==> config.mk <==
export PLATFORM = sky130hd
export DESIGN_NAME = lfsrDevice
export DESIGN_NICKNAME = d
export VERILOG_FILES = /design/src/busPkg.sv /design/src/devicePkg.sv /design/src/lfsrDevice.sv
export SDC_FILE = /design/constraint.sdc
export NUM_CORES = 1
export LEC_CHECK = 0
export BUFFER_PORTS_ARGS = -buffer_cell sky130_fd_sc_hd__buf_2
export CAP_MARGIN = 30
export CORE_MARGIN = 10
export CORE_UTILIZATION = 50
export CTS_BUF_LIST = sky130_fd_sc_hd__clkbuf_2
export CTS_CLUSTER_DIAMETER = 50
export DETAILED_ROUTE_END_ITERATION = 7
export PLACE_DENSITY = 0.88
export SYNTH_ARGS = -nofsm -noshare
export SYNTH_HDL_FRONTEND = slang
export SYNTH_SLANG_ARGS = --single-unit
==> constraint.sdc <==
create_clock -name iClk -period 1.2 [get_ports iClk]
set_clock_uncertainty 0.05 [all_clocks]
set_input_delay 0 -clock iClk [delete_from_list [all_inputs] [get_ports iClk]]
set_output_delay 0 -clock iClk [all_outputs]
set_load 0.02 [all_outputs]
==> src/busPkg.sv <==
// Data bus types and address map
// Shared by the bus decoder, the top level and the testbench
package busPkg;

    // One bus data word
    typedef logic [31:0] wordT;

    // Full byte address as driven by the bus master
    typedef logic [31:0] addrT;

    // One enable bit per byte lane
    typedef logic [3:0] byteEnT;

    // Device-local byte offset
    typedef logic [11:0] offsetT;

    // Which device a bus access lands on
    typedef enum logic [1:0] {
        devMem,
        devStopwatch,
        devLfsr,
        devNone
    } devSelT;

    // Data segment
    localparam addrT memBase = 32'h1001_0000;
    localparam addrT memSpan = 32'h0000_1000;

    // Peripheral window
    localparam addrT mmioBase = 32'hFF20_0000;

    // Each peripheral owns a small register block
    localparam addrT periphSpan = 32'h0000_0010;

    localparam addrT stopwatchBase = mmioBase + 32'h0000_0510;
    localparam addrT lfsrBase      = mmioBase + 32'h0000_0520;

endpackage
==> src/devicePkg.sv <==
// Peripheral register map and LFSR constants
// Used by the stopwatch, the LFSR and the testbench
package devicePkg;

    // Stopwatch registers
    typedef enum logic {
        swCount,
        swReserved
    } swRegT;

    // LFSR registers
    typedef enum logic {
        lfsrData,
        lfsrReserved
    } lfsrRegT;

    // Register offsets inside each device block
    localparam busPkg::offsetT swCountOffset = 12'h000;
    localparam busPkg::offsetT lfsrDataOffset = 12'h000;

    // Galois feedback mask applied when the shifted-out bit is one
    localparam busPkg::wordT lfsrTaps = 32'h8020_0003;

    // Used after reset and whenever software writes a zero seed
    localparam busPkg::wordT lfsrDefaultSeed = 32'hACE1_ACE1;

endpackage

==> src/lfsrDevice.sv <==
// Random source peripheral
// Seedable 32-bit Galois LFSR, one step per read of the data register
module lfsrDevice (
    input  logic           iClk,
    input  logic           rstN,
    input  logic           lfsrRead,
    input  logic           lfsrWrite,
    input  busPkg::offsetT localOffset,
    input  busPkg::wordT   writeData,
    output busPkg::wordT   lfsrReadData
);

    devicePkg::lfsrRegT lfsrReg;

    busPkg::wordT state;
    busPkg::wordT nextState;
    busPkg::wordT seed;

    assign lfsrReg = (localOffset == devicePkg::lfsrDataOffset) ?
                     devicePkg::lfsrData : devicePkg::lfsrReserved;

    // Shift right, fold taps back in when a one falls out
    assign nextState = state[0] ? ((state >> 1) ^ devicePkg::lfsrTaps) : (state >> 1);

    // All-zero state would lock up
    assign seed = (writeData == '0) ? devicePkg::lfsrDefaultSeed : writeData;

    always_ff @(posedge iClk or negedge rstN) begin
        if (!rstN) begin
            state <= devicePkg::lfsrDefaultSeed;
        end else if (lfsrWrite && lfsrReg == devicePkg::lfsrData) begin
            state <= seed;
        end else if (lfsrRead && lfsrReg == devicePkg::lfsrData) begin
            state <= nextState;
        end
    end

    // Current state goes out, then the register advances
    always_ff @(posedge iClk) begin
        if (lfsrRead) begin
            if (lfsrReg == devicePkg::lfsrData) begin
                lfsrReadData <= state;
            end else begin
                lfsrReadData <= '0;
            end
        end
    end

endmodule

==> summary.md <==
| Metric | Value |
|---|---|
| Synthesis-stage register bit count | 64 |
| Outcome | finished, violations left |
| Async SR Flop Fraction | 50.00% |
| Mux cell area share after synthesis | 0% |
| Initial drt markers | 239 |
| Num CTS Buffers | 9 |
| Final hold vios | 3 |
| Synth top area cells | edfxtp_1, dfstp_2, dfrtp_1, and2_1, a22oi_1 |
| Compound-Gate Fraction of Synth Area | 18.42% |
| Post-synth EDFFs | 32 |
| Row count | 28 |
| Layout cells sized above 1 | 44.25% |
| Adder and majority gate portion of the synthesized area | 0% |
| RD Place Congestion | 0.9025 |
| IO buf count | 79 |
| Required time of the critical path | 1.56 ns |
| Die width | 99.49 um |
| Pwr Density | 967.4 nW/um^2 |
| Leakage | 0.001928 uW |
| Slowest Stage Delay on Critical Path | 0.54 ns |
| Peak Freq | 839.0 MHz |
| Post-synthesis to final-layout area growth | 37.47% |
| Pre-Repair DR Iteration Count | 6 |
| Hold Slack | -0.03797 ns |
| Clock slew at reported path FFs | 0.19 ns |
| CP max-delay cell | dlygate4sd3_1 |
| Routed Antenna Nets | 0 |
| CTS tree | built |
| Wirelength, routed | 9131 um |
| Headroom to the max-slew limit | 72.65% |
| Largest family of logic cells by synthesized area | compound AO/OA/AOI/OAI gates |
| Area share of the leading cell type in the synthesized netlist | 30.42% |
| GR Layer Usage met3 | 4.291% |
| Core area | 6026 sq um |
| Worst Hold Class | in2reg |
| Least-Margin Pin Slew | 0.4069 ns |
| CP Launch Type | primary input |
| Netlist cell types | 37 |
| Peak VDD IR | 0.6973 mV |
| RR Startpoint | state[21] |
| Simple-Gate Fraction of Synth Area | 18.26% |
| CP cell instances | dlygate4sd3_1 -> buf_2 -> or2_1 -> nand4_1 -> buf_12 -> a22oi_1 -> o21ai_2 |
| Sequential fraction of the synthesis area | 56.40% |
| Setup crit end | state[19] |
| Worst Setup SP | lfsrRead |
| Post-Syn Area | 3159 sq um |
| Total GRT Usage | 18.00% |
| Worst Path Max Fanout | 29 |
| Worst Reg2Reg Path Length in Cells | 4 |
| Grt met1 use | 19.48% |
| H-tree depth reported by CTS | 3 |
| Avg Cell Area, Syn | 12.69 sq um |
| Tot Pwr | 4202 uW |
| Synth Area in XOR/XNOR | 0.8317% |
| Root Buffer | clkbuf_2 |
| RSZ-0062 raised after global routing | yes |
| Wire per inst | 19.18 um |
| Die height | 99.49 um |
| DP Area | 3844 sq um |
| Total die area | 9898 sq um |
| DRC | 0 |
| Via/cell ratio | 5.756 |
| Post-layout nets | 443 |
| Worst setup EP type | flop |
| Busiest grt layer | met2 |
| Crit Path Class | in2reg |
| Post-CTS Setup Repair Bufs | 0 |
| Delay-heaviest family, CP | buffers and inverters |
| Clock Tree Buf Depth | 2 |
| Largest net degree at the start of global routing | 32 |
| Final period util | 99.32% |
| Initial core utilization | 52.43% |
| Warnings from Yosys | 0 |
| Finished Cell Area | 4343 sq um |
| CP Data Arrival Time | 1.55 ns |
| Fin. max-slew vios | 0 |
| Dpl cells | 423 |
| Initial antenna violation count | 1 |
| Layout Cells excl Fill | 476 |
| Levels on crit path | 7 |
| Clk_lat worst skew | 0.52 ns |
| Failing checks | hold timing |
| Setup slack, reg-to-reg | 0.05 ns |
| Mapped Cells | 249 |
| Via count | 2740 |
| M2 GR Usage | 30.06% |
| Clock sink total | 64 |
| I/O pin count | 80 |
| Mapped Nets | 297 |
| Worst path buffer plus inverter count | 3 |
| Ys flop type | edfxtp_1 |
| Synth top cells by count | and2_1, edfxtp_1, a22oi_1 |
| Min cycle time layout | 1.192 ns |
| Setup tns final | 0 ns |
| First-pass GRT wire length | 14170 um |
| Vias in the first global route | 2777 |
| Synth area leader | edfxtp_1 |
| GRT Residual Overflow | 0 |
| HPWL after DPL | 5569 um |
| Max cap viols | 0 |
| Setup violators final | 0 |
| Hold_buf cts | 36 |
| Worst flop-to-flop path endpoint | state[20] |
[cells in the final DEF (no fill, tap or decap), types with 3 or more instances in the layout]
cell	synthesis	final
a21oi_1	4	4
inv_1	16	16
nor4_2	6	6
a21o_1	10	10
nand2_1	3	3
nor2b_1	12	12
dlygate4sd3_1	0	36
edfxtp_1	32	32
clkbuf_2	3	13
o21ai_0	11	10
buf_4	1	32
buf_2	1	79
buf_12	0	5
a32o_1	10	10
o21ai_1	8	9
nor4_4	5	5
o21ai_2	10	10
dfrtp_1	16	16
and2_1	32	32
nor2_1	3	3
a22oi_2	0	3
dfstp_2	16	16
a22oi_1	19	16
[worst register-to-register path: stages, from the launching register on]
cell and delay, ns:
dfstp_2 0.58, nor2b_1 0.05, a41oi_1 0.14, nor2_1 0.08, a311oi_2 0.20
[worst min path at each step]
stage                               from        end  slack [ns]  cells after the start
after global routing      localOffset[1]  state[26]      -0.005                      5
after global placement              rstN   state[3]       -0.11                      1
after CTS                 localOffset[6]  state[29]       -0.04                      5
final                     localOffset[6]  state[26]       -0.04                      5
after detailed placement            rstN   state[3]       -0.11                      1
after floorplan                     rstN  state[12]       -0.35                      0
[per-layer routing]
layer | routed length, um | vias to the layer above
li1 | - | 1218
met1 | 3298 | 1299
met2 | 4661 | 177
met3 | 661 | 46
met4 | 509 | 0
met5 | 0 | -
[flip-flops by register name (all words and copies together), names as in the netlist]
name,count
lfsrReadData,32
state,32
[logic make-up after synthesis]
family / count (synthesis)
and+or+nand+nor: 72
DFF: 64
xor gates and xnor gates: 3
buffers and inverters: 33
AOI/OAI and AO/OA: 77
[power by group]
group          switching [uW]  internal, uW
Sequential               15.2          2350
Clock                     785           505
Combinational             281           264
[cell type report]
type                    instances  area, sq um
inverters                      16        60.06
flip-flops and latches         64         1782
fillers                       389         1683
diodes                          1        2.502
well taps                      75        93.84
repair buffers                152         1096
clock buffers                  13        65.06
multi-input cells             152         1206
clock inverters                 3        37.54
[per-stage QoR]
step | util [%] | setup slack, ns
after floorplan | - | 0.04290
after global placement | 63.79 | -0.1637
after detailed placement | 63.79 | -0.2154
after CTS | 71.47 | -0.03814
after global routing | 72.07 | -0.04350
final | 72.07 | 0.008118
[timing repair]
item | in CTS | in global routing
setup endpoints to repair | 1 | 20
resized for setup | 0 | 8
endpoints found under the hold margin | 74 | 1
pin swaps | 2 | 0
(Power assumes the default switching activity.)
