==> src/busPkg.sv <==
// Data bus types and address map
// Shared by the bus decoder, the top level and the testbench
package busPkg;

    // One bus data word
    typedef logic [31:0] wordT;

    // Full byte address as driven by the bus master
    typedef logic [31:0] addrT;

    // One enable bit per byte lane
    typedef logic [3:0] byteEnT;

    // Device-local byte offset
    typedef logic [11:0] offsetT;

    // Which device a bus access lands on
    typedef enum logic [1:0] {
        devMem,
        devStopwatch,
        devLfsr,
        devNone
    } devSelT;

    // Data segment
    localparam addrT memBase = 32'h1001_0000;
    localparam addrT memSpan = 32'h0000_1000;

    // Peripheral window
    localparam addrT mmioBase = 32'hFF20_0000;

    // Each peripheral owns a small register block
    localparam addrT periphSpan = 32'h0000_0010;

    localparam addrT stopwatchBase = mmioBase + 32'h0000_0510;
    localparam addrT lfsrBase      = mmioBase + 32'h0000_0520;

endpackage
==> src/devicePkg.sv <==
// Peripheral register map and LFSR constants
// Used by the stopwatch, the LFSR and the testbench
package devicePkg;

    // Stopwatch registers
    typedef enum logic {
        swCount,
        swReserved
    } swRegT;

    // LFSR registers
    typedef enum logic {
        lfsrData,
        lfsrReserved
    } lfsrRegT;

    // Register offsets inside each device block
    localparam busPkg::offsetT swCountOffset = 12'h000;
    localparam busPkg::offsetT lfsrDataOffset = 12'h000;

    // Galois feedback mask applied when the shifted-out bit is one
    localparam busPkg::wordT lfsrTaps = 32'h8020_0003;

    // Used after reset and whenever software writes a zero seed
    localparam busPkg::wordT lfsrDefaultSeed = 32'hACE1_ACE1;

endpackage

==> src/stopwatch.sv <==
// Stopwatch peripheral
// Prescaled 32-bit tick counter that software reads and clears
module stopwatch #(
    parameter int tickDiv = 25
) (
    input  logic           iClk,
    input  logic           rstN,
    input  logic           swRead,
    input  logic           swWrite,
    input  busPkg::offsetT localOffset,
    output busPkg::wordT   swReadData
);

    // Prescaler just wide enough for tickDiv-1
    localparam int preW = (tickDiv > 1) ? $clog2(tickDiv) : 1;
    localparam logic [preW-1:0] preLast = preW'(tickDiv - 1);

    devicePkg::swRegT swReg;

    logic [preW-1:0] prescale;
    busPkg::wordT    tickCount;
    logic            tick;

    // Register select from the local offset
    assign swReg = (localOffset == devicePkg::swCountOffset) ?
                   devicePkg::swCount : devicePkg::swReserved;

    // One tick per tickDiv clocks
    assign tick = (prescale == preLast);

    always_ff @(posedge iClk or negedge rstN) begin
        if (!rstN) begin
            prescale  <= '0;
            tickCount <= '0;
        end else if (swWrite && swReg == devicePkg::swCount) begin
            // Any write to the count restarts timing
            prescale  <= '0;
            tickCount <= '0;
        end else if (tick) begin
            prescale  <= '0;
            tickCount <= tickCount + 32'd1;
        end else begin
            prescale <= prescale + 1'b1;
        end
    end

    // Count as seen at the read edge
    always_ff @(posedge iClk) begin
        if (swRead) begin
            if (swReg == devicePkg::swCount) begin
                swReadData <= tickCount;
            end else begin
                swReadData <= '0;
            end
        end
    end

endmodule

==> config.mk <==
export PLATFORM = sky130hd
export DESIGN_NAME = stopwatch
export DESIGN_NICKNAME = d
export VERILOG_FILES = /design/src/busPkg.sv /design/src/devicePkg.sv /design/src/stopwatch.sv
export SDC_FILE = /design/constraint.sdc
export NUM_CORES = 1
export LEC_CHECK = 0
export BUFFER_PORTS_ARGS = -buffer_cell sky130_fd_sc_hd__buf_4
export CAP_MARGIN = 20
export CORE_ASPECT_RATIO = 2
export CORE_MARGIN = 2
export CORE_UTILIZATION = 55
export DETAILED_ROUTE_END_ITERATION = 12
export PLACE_DENSITY = 0.75
export SYNTH_ARGS = -nofsm -noshare
export SYNTH_HDL_FRONTEND = slang
export SYNTH_SLANG_ARGS = --single-unit
==> constraint.sdc <==
create_clock -name iClk -period 4.46 [get_ports iClk]
set_input_delay 0.446 -clock iClk [delete_from_list [all_inputs] [get_ports iClk]]
set_output_delay 0.446 -clock iClk [all_outputs]
set_load 0.01 [all_outputs]
==> summary.txt <==
Clocking
  – Clock transition at the registers of the reported paths: 0.05 ns
  – H-tree depth: 3
  – Root buffer cell: clkbuf_16
  – Post-CTS sizing: 0
  – CTS tree: built
  – Worst-Skew Late Latency: 0.32 ns
  – Post-CTS Setup Bufs: 0
  – Clk buf depth: 2
  – CTS Hold Bufs: 0
  – Total CTS buffers: 9
  – Clock Sinks: 69

Setup path
  – CP Launch Type: flip-flop
  – Crit path arrival time: 2.75 ns
  – Crit path max fanout: 19
  – Worst Setup End Kind: flip-flop
  – Reg2reg setup slack: 1.92 ns
  – Critical Path RT: 4.67 ns
  – Worst R2R Start: prescale[0]$_DFF_PN0_
  – R2R cell count: 6
  – Worst setup path class: reg2reg
  – Worst setup path startpoint: prescale[0]$_DFF_PN0_

Logic synthesis
  – Sequential fraction of the synthesis area: 0.5982
  – Flops & latches, synth: 69
  – EDFF count, synth: 32
  – Syn_nets: 296
  – Yosys warns: 0
  – Synthesized area: 3154 um^2
  – Mapped Cells: 277
  – Async set or reset register ratio after synthesis: 0.5362
  – Unique masters post-synth: 33
  – Main synth FF type: dfrtp_1
  – Syn Area/Cell: 11.39 um^2

Drt
  – Via-per-instance ratio: 5.855
  – Drt wl/cell: 14.91 um
  – Initial DRC Count: 97
  – TritonRoute pass-1 iters: 4
  – Vias: 2266
  – Routed Antenna Nets: 0
  – Routed WL: 5770 um
  – Post-route DRC: 0

STA
  – Post-route clock period utilization: 0.5706
  – Unrepaired setup endpoints after global routing: no
  – Skew final: 0.004399 ns
  – Max Freq: 393.0 MHz
  – Setup violations, final: 0
  – Max Slew Vio Count: 0
  – Worst-Margin Slew: 0.8506 ns
  – Min cycle time layout: 2.545 ns
  – Fin Setup TNS: 0 ns
  – Worst rel slew slack: 0.4330
  – Final hold vios: 0

Power
  – Total net switching power: 0.0008023 W
  – Lkg Pwr: 1.610 nW
  – Power density cells: 625.4 nW/um^2
  – Seq pwr share: 0.411
  – Switching share of total power: 0.3321
  – Clk pwr share: 0.332
  – Peak supply drop: 0.4525 mV
  – Pwr Total: 0.002416 W
  – Power share of the combinational group: 0.257
  – Internal: 0.001613 W

GRT
  – Number of global-route vias before repair: 2230
  – Initial antenna violation count: 0
  – Congestion Overflow GR: 0
  – First-pass GRT wire length: 9811 um
  – Pin count of the biggest net entering global routing: 38
  – Total global-route track usage: 0.1981

Die
  – # IOs: 48
  – Initial Util: 0.5621
  – Die W: 57.55 um
  – Core ar.: 5612 um^2
  – Die area: 6394 um^2
  – Die H: 111.1 um
  – Row cnt: 39

Layout
  – Layout cells sized above 1: 0.2025
  – Final Net Count: 340
  – N_diodes: 0
  – Cell area after layout: 3862 um^2
  – Layout area overhead: 22.45%
  – Non-filler cells, final: 387

Status
  – Outcome: finished, final reports clean

Placed design
  – HPWL Detailed: 3782 um
  – Routability-driven placement congestion ratio: 0.7928
  – Area after detailed placement: 3521 um^2
  – Placed Cells: 371
  – PortBufs: 47

Worst hold path
  – HP Class: in2async

Run
  – Max-cap viol count: 0
[placed cells by master, fill, tap and decap left out, types with 2 or more instances in the layout]
cell,n
a21oi_1,21
nand2_1,14
nand4_1,7
bufinv_16,3
ha_1,3
o21ai_0,5
and3_1,4
xor2_1,4
o31ai_1,14
xnor2_1,8
nand3_1,13
nor4_1,7
clkbuf_1,2
and2_1,33
and4_1,3
inv_1,7
edfxtp_1,32
or3_1,7
buf_4,48
clkbuf_16,9
nor3_1,3
nor2_1,14
dfrtp_1,37
or4_1,17
[power groups by stage]
| stage | Sequential (W) | Combinational, W | Clock [W] |
|---|---|---|---|
| detailed placement | 0.00100 | 0.000609 | 0 |
| finish | 0.000993 | 0.000621 | 0.000802 |
| global placement | 0.000988 | 0.000578 | 0 |
| floorplan | 0.000956 | 0.000488 | 0 |
| CTS | 0.000991 | 0.000622 | 0.000813 |
| global route | 0.00102 | 0.000711 | 0.000836 |
[final timing paths]
kind	to
setup / recovery	tickCount[31]$_DFFE_PN0P_
hold / removal	tickCount[19]$_DFFE_PN0P_
setup reg to reg	tickCount[31]$_DFFE_PN0P_
hold reg to reg	prescale[0]$_DFF_PN0_
max in group asynchronous	tickCount[8]$_DFFE_PN0P_
min in group iClk	tickCount[29]$_DFFE_PN0P_
[metrics by stage]
step                hold WS (ns)    util  setup slack (ns)
floorplan                 0.1504       -             2.373
global placement          0.4295  0.6274             2.029
detailed placement        0.4364  0.6274             1.931
CTS                      0.09353  0.6883             1.921
global route              0.1146  0.6883             1.766
finish                   0.06939  0.6883             1.915
[critical path: stages, from the launching register on]
cell      delay (ns)
dfrtp_1         0.40
inv_1           0.07
ha_1            0.20
nand4b_4        0.21
or4_1           0.85
nor4_1          0.31
mux2_2          0.37
[cells in the mapped netlist (2+ instances only)]
library cell | n | area (um^2)
edfxtp_1 | 32 | 960.9
nor2_1 | 14 | 52.55
buf_2 | 2 | 10.01
clkbuf_1 | 11 | 41.29
nand2_1 | 14 | 52.55
and2_1 | 33 | 206.5
xnor2_1 | 8 | 70.07
a21oi_1 | 21 | 105.1
nand3_1 | 13 | 65.06
or3_1 | 7 | 43.79
xor2_1 | 4 | 35.03
or4_1 | 17 | 127.6
nor3_1 | 3 | 15.01
o31ai_1 | 14 | 105.1
nand4_1 | 7 | 43.79
inv_1 | 7 | 26.28
o21ai_0 | 5 | 25.02
nor4_1 | 7 | 43.79
ha_1 | 3 | 37.54
and3_1 | 4 | 25.02
and4_1 | 3 | 26.28
dfrtp_1 | 37 | 925.9
[sequential cells by signal (all words and copies together), names as in the netlist]
register	cells
prescale	5
swReadData	32
tickCount	32
[logic make-up (layout without fill, tap and decap cells)]
group	count (synthesis)	after routing	synth area share
xor gates and xnor gates	12	12	0.03332
buffers and inverters	22	71	0.03055
and+or+nand+nor	128	128	0.2428
muxes	1	1	0.003570
AOI/OAI and AO/OA	42	42	0.07973
DFF	69	69	0.5982
adders and majority gates	3	3	0.01190
[area by class of cell]
type | count | area (um^2)
tap | 61 | 76.32
clock inverter | 4 | 95.09
timing repair buffer | 48 | 360.3
fill | 379 | 1749
inverter | 7 | 26.28
multi-input combinational | 186 | 1171
sequential | 69 | 1887
clock buffer | 12 | 246.5
[metal layers]
metal  vias to the layer above  global-route usage  wire length [um]
li1                       1106                   -                 -
met1                      1073              0.2430              2344
met2                        72              0.3121              2868
met3                        15             0.04667               372
met4                         0              0.1132               184
met5                         -                   0                 0
Note: power is estimated with default switching activity, not from simulation.
