[src/busPkg.sv]
// Data bus types and address map
// Shared by the bus decoder, the top level and the testbench
package busPkg;

    // One bus data word
    typedef logic [31:0] wordT;

    // Full byte address as driven by the bus master
    typedef logic [31:0] addrT;

    // One enable bit per byte lane
    typedef logic [3:0] byteEnT;

    // Device-local byte offset
    typedef logic [11:0] offsetT;

    // Which device a bus access lands on
    typedef enum logic [1:0] {
        devMem,
        devStopwatch,
        devLfsr,
        devNone
    } devSelT;

    // Data segment
    localparam addrT memBase = 32'h1001_0000;
    localparam addrT memSpan = 32'h0000_1000;

    // Peripheral window
    localparam addrT mmioBase = 32'hFF20_0000;

    // Each peripheral owns a small register block
    localparam addrT periphSpan = 32'h0000_0010;

    localparam addrT stopwatchBase = mmioBase + 32'h0000_0510;
    localparam addrT lfsrBase      = mmioBase + 32'h0000_0520;

endpackage
[src/busDecoder.sv]
// Data bus address decoder
// Turns the bus strobes into per-device strobes and a local offset,
// and muxes the registered device read words back onto readData
module busDecoder (
    input  logic           iClk,
    input  logic           rstN,
    input  logic           readEnable,
    input  logic           writeEnable,
    input  busPkg::addrT   address,
    input  busPkg::wordT   memReadData,
    input  busPkg::wordT   swReadData,
    input  busPkg::wordT   lfsrReadData,
    output logic           memRead,
    output logic           memWrite,
    output logic           swRead,
    output logic           swWrite,
    output logic           lfsrRead,
    output logic           lfsrWrite,
    output busPkg::offsetT localOffset,
    output busPkg::wordT   readData
);

    // Exclusive window ends
    localparam busPkg::addrT memEnd       = busPkg::memBase + busPkg::memSpan;
    localparam busPkg::addrT stopwatchEnd = busPkg::stopwatchBase + busPkg::periphSpan;
    localparam busPkg::addrT lfsrEnd      = busPkg::lfsrBase + busPkg::periphSpan;

    busPkg::devSelT devSel;
    busPkg::devSelT readSel;
    busPkg::addrT   baseAddr;

    // Single address compare against the map
    always_comb begin
        devSel   = busPkg::devNone;
        baseAddr = address;
        if (address >= busPkg::memBase && address < memEnd) begin
            devSel   = busPkg::devMem;
            baseAddr = busPkg::memBase;
        end else if (address >= busPkg::stopwatchBase && address < stopwatchEnd) begin
            devSel   = busPkg::devStopwatch;
            baseAddr = busPkg::stopwatchBase;
        end else if (address >= busPkg::lfsrBase && address < lfsrEnd) begin
            devSel   = busPkg::devLfsr;
            baseAddr = busPkg::lfsrBase;
        end
    end

    // Unmapped accesses see offset zero
    assign localOffset = busPkg::offsetT'(address - baseAddr);

    // Per-device strobes
    assign memRead   = readEnable  && (devSel == busPkg::devMem);
    assign memWrite  = writeEnable && (devSel == busPkg::devMem);
    assign swRead    = readEnable  && (devSel == busPkg::devStopwatch);
    assign swWrite   = writeEnable && (devSel == busPkg::devStopwatch);
    assign lfsrRead  = readEnable  && (devSel == busPkg::devLfsr);
    assign lfsrWrite = writeEnable && (devSel == busPkg::devLfsr);

    // Remember who answers this read
    // Lines up with the device read registers
    always_ff @(posedge iClk or negedge rstN) begin
        if (!rstN) begin
            readSel <= busPkg::devNone;
        end else if (readEnable) begin
            readSel <= devSel;
        end
    end

    // Return mux
    always_comb begin
        case (readSel)
            busPkg::devMem:       readData = memReadData;
            busPkg::devStopwatch: readData = swReadData;
            busPkg::devLfsr:      readData = lfsrReadData;
            default:              readData = '0;
        endcase
    end

endmodule

[config.mk]
export PLATFORM = sky130hd
export DESIGN_NAME = busDecoder
export DESIGN_NICKNAME = d
export VERILOG_FILES = /design/src/busPkg.sv /design/src/busDecoder.sv
export SDC_FILE = /design/constraint.sdc
export NUM_CORES = 1
export LEC_CHECK = 0
export BUFFER_PORTS_ARGS = -buffer_cell sky130_fd_sc_hd__buf_2
export CORE_ASPECT_RATIO = 0.75
export CORE_MARGIN = 3
export CORE_UTILIZATION = 34
export CTS_CLUSTER_SIZE = 14
export DETAILED_ROUTE_END_ITERATION = 10
export PLACE_DENSITY_LB_ADDON = 0.05
export SLEW_MARGIN = 20
export SYNTH_ARGS = -nofsm -noshare
export SYNTH_HDL_FRONTEND = slang
export SYNTH_SLANG_ARGS = --single-unit
[constraint.sdc]
create_clock -name iClk -period 3.3 [get_ports iClk]
set_clock_uncertainty 0.05 [all_clocks]
set_input_delay 0 -clock iClk [delete_from_list [all_inputs] [get_ports iClk]]
set_output_delay 0 -clock iClk [all_outputs]
set_load 0.005 [all_outputs]
==> impl_metrics.env <==
export IMPL_clock_latency_ns=0.21
export IMPL_grt_pass1_vias=2140
export IMPL_gp_congestion=0.818
export IMPL_seq_area_um2=52.6
export IMPL_drt_iter0_drc=65
export IMPL_finalSetupTns_ns=0
export IMPL_cpMostUsedCell="buf_2"
export IMPL_stdcell_count=458
export IMPL_grt_usage_pct=21.8
export IMPL_worstPathRequired_ns=3.25
export IMPL_tightestPinTransition_ns=0.689
export IMPL_fin_total_pwr_uw=485
export IMPL_num_vias=2301
export IMPL_synth_edff_count=0
export IMPL_netlist_instances=226
export IMPL_slew_violations=0
export IMPL_min_from="address[4]"
export IMPL_slowest_delay_ns=0.42
export IMPL_yosysWarnings=0
export IMPL_grt_ovfl_total=0
export IMPL_diodes=0
export IMPL_power_density_nw_per_um2=190
export IMPL_p_sw_share_pct=39.6
export IMPL_slowest_stage="fa_1"
export IMPL_die_x_um=83.8
export IMPL_dieArea_um2=5400
export IMPL_wl_mm=6.22
export IMPL_row_count=20
export IMPL_htree_levels=1
export IMPL_clkPwrFrac_pct=19.7
export IMPL_dr_wl_met2_mm=2.95
export IMPL_wl_met1_mm=2.59
export IMPL_max_slew_margin_pct=54.1
export IMPL_hp_class="in -> reg"
export IMPL_largest_reg_flops=2
export IMPL_io_pins=182
export IMPL_power_frac_seq_pct=9.2
export IMPL_p_int_uw=293
export IMPL_finalInstanceArea_um2=2550
export IMPL_fin_crit_sh_pct=87.7
export IMPL_dpl_hpwl_mm=5.38
export IMPL_p_comb_share_pct=71.2
export IMPL_holdWs_ns=0.129
export IMPL_status="completed"
export IMPL_dp_slack_ns=0.368
export IMPL_placedInstanceArea_um2=2490
export IMPL_top_layer_used="met4"
export IMPL_cp_startpoint="address[20]"
export IMPL_synth_seq_area_share_pct=3.40
export IMPL_async_flop_share_pct=100
export IMPL_hold_buffers=2
export IMPL_grt_pass1_wl_mm=9.80
export IMPL_initial_core_util_pct=36.8
export IMPL_setup_violations=0
export IMPL_leakage_nw=1.54
export IMPL_worstSetupStartpointType="input port"
export IMPL_synth_area_leaders="mux2i_1 (22%), o21ai_0 (12%), nand2_1 (11%)"
export IMPL_avgViaCountPerCell=5.02
export IMPL_antenna_found_initial=0
export IMPL_grt_max_degree=35
export IMPL_clk_path_buf_depth=2
export IMPL_drive_gt1_share_pct=49.6
export IMPL_ys_ff_latch=2
export IMPL_syn_area_per_cell_um2=6.84
export IMPL_fmax_mhz=345
export IMPL_areaGrowthSynthToFinish_pct=65.3
export IMPL_reg_top3="readSel: 2 flops"
export IMPL_multiInputGateArea_um2=1410
export IMPL_synthFlopType="dfstp_2"
export IMPL_ctsResizeCount=0
export IMPL_synth_fp_nets=370
export IMPL_final_util_pct=60.7
export IMPL_synth_top_area_share_pct=22.0
export IMPL_coreArea_um2=4200
export IMPL_ant_nets=0
export IMPL_yosysMostFrequentCell="nand2_1"
export IMPL_dp_cells=453
export IMPL_drc=0
export IMPL_min_period_ns=2.90
export IMPL_cts_tree="done"
export IMPL_cts_root_buf="clkbuf_8"
export IMPL_critPathCaptureType="output port"
export IMPL_drt_pre_antenna_iters=4
export IMPL_drv_cap=0
export IMPL_die_y_um=64.4
export IMPL_post_cts_buffers=0
export IMPL_setup_slack_ns=0.404
export IMPL_worstPathCellList="buf_2 > nor4_2 > nand3_2 > nor4_4 > a21boi_2 > and2_1 > ha_1 > fa_1 > nor2b_1 > o21ai_0 > a31o_2 > mux2i_1 > o2111ai_1 > buf_2"
export IMPL_synthTopCellsByCount="nand2_1 (46), o21ai_0 (36), mux2i_1 (34)"
export IMPL_post_drt_wl_per_cell_um=13.6
export IMPL_irDropWorstVdd_v=0.0000882
export IMPL_clock_sinks=2
export IMPL_fill_cells=425
export IMPL_cts_buffers=3
export IMPL_crit_arrival_ns=2.85
export IMPL_syn_area_um2=1550
export IMPL_cp_max_fo=6
export IMPL_yosysTopAreaCell="mux2i_1"
export IMPL_switchingPower_uw=192
export IMPL_wl_met3_um=574
export IMPL_clk_pin_slew_worst_paths_ns=0.03
export IMPL_rsz0062_at_grt="no"
export IMPL_synth_cell_types=43
export IMPL_largest_register="readSel"
export IMPL_r2r_start="readSel[1]$_DFFE_PN1P_"
export IMPL_path_class="in -> out"
export IMPL_io_buffers=181
export IMPL_hold_viol=0
export IMPL_nNetsFinal=549
-- cells by family (layout without fill, tap and decap cells) --
family                   Yosys count  in the layout  share of synthesized area, %
flip-flops                         2              2                          3.40
adder cells (fa/ha/maj)           12             12                          10.2
AO/OA/AOI/OAI                     61             61                          24.0
AND/OR/NAND/NOR                   87             87                          30.0
buffers and inverters             22            199                          5.83
XOR/XNOR                           8              8                          4.53
multiplexers                      34             34                          22.0
-- final timing paths --
check	end	slack [ns]	cells after the start
max	localOffset[10]	0.40	14
min	readSel[1]$_DFFE_PN1P_	0.13	3
max reg2reg	readSel[1]$_DFFE_PN1P_	1.95	1
min reg2reg	readSel[0]$_DFFE_PN1P_	0.67	1
max in group asynchronous	readSel[1]$_DFFE_PN1P_	2.95	2
min in group asynchronous	readSel[0]$_DFFE_PN1P_	0.23	2
-- area by class of cell --
class / instances / share of cell area (%)
clock buffers: 3 / 1.62
inverters: 10 / 1.47
multi-input cells: 202 / 55.0
flip-flops and latches: 2 / 2.06
well taps: 55 / 2.69
repair buffers: 186 / 37.1
-- worst max-delay path: cells and delay by family --
family                   cells  cell delay, ns
buffers and inverters        2            0.24
adder cells (fa/ha/maj)      2            0.63
AO/OA/AOI/OAI                4            0.70
AND/OR/NAND/NOR              5            1.11
multiplexers                 1            0.16
-- power by group through the flow --
stage	logic [mW]	clock network, mW	registers (mW)
after floorplan	0.184	0	0.0289
after global placement	0.340	0	0.0449
after detailed placement	0.345	0	0.0447
after CTS	0.348	0.0977	0.0445
after global routing	0.386	0.103	0.0467
final	0.345	0.0954	0.0445
-- routing by layer --
layer	GRT usage (%)	up-vias
met4	6.02	0
met5	0	-
met2	37.9	114
met3	5.03	10
met1	26.8	1002
li1	-	1175
-- layout by cell type, fill, tap and decap left out, types with 4 or more instances in the layout --
cell	synthesis	layout
a21oi_1	4	4
and2_1	6	6
buf_2	3	181
ha_1	11	11
inv_1	10	10
mux2i_1	34	34
nand2_1	46	46
nor2_1	9	9
nor3_1	4	4
nor4_1	4	4
o21a_1	4	4
o21ai_0	36	36
xnor2_1	5	5
No activity file was read; power rests on OpenSTA's default activity.
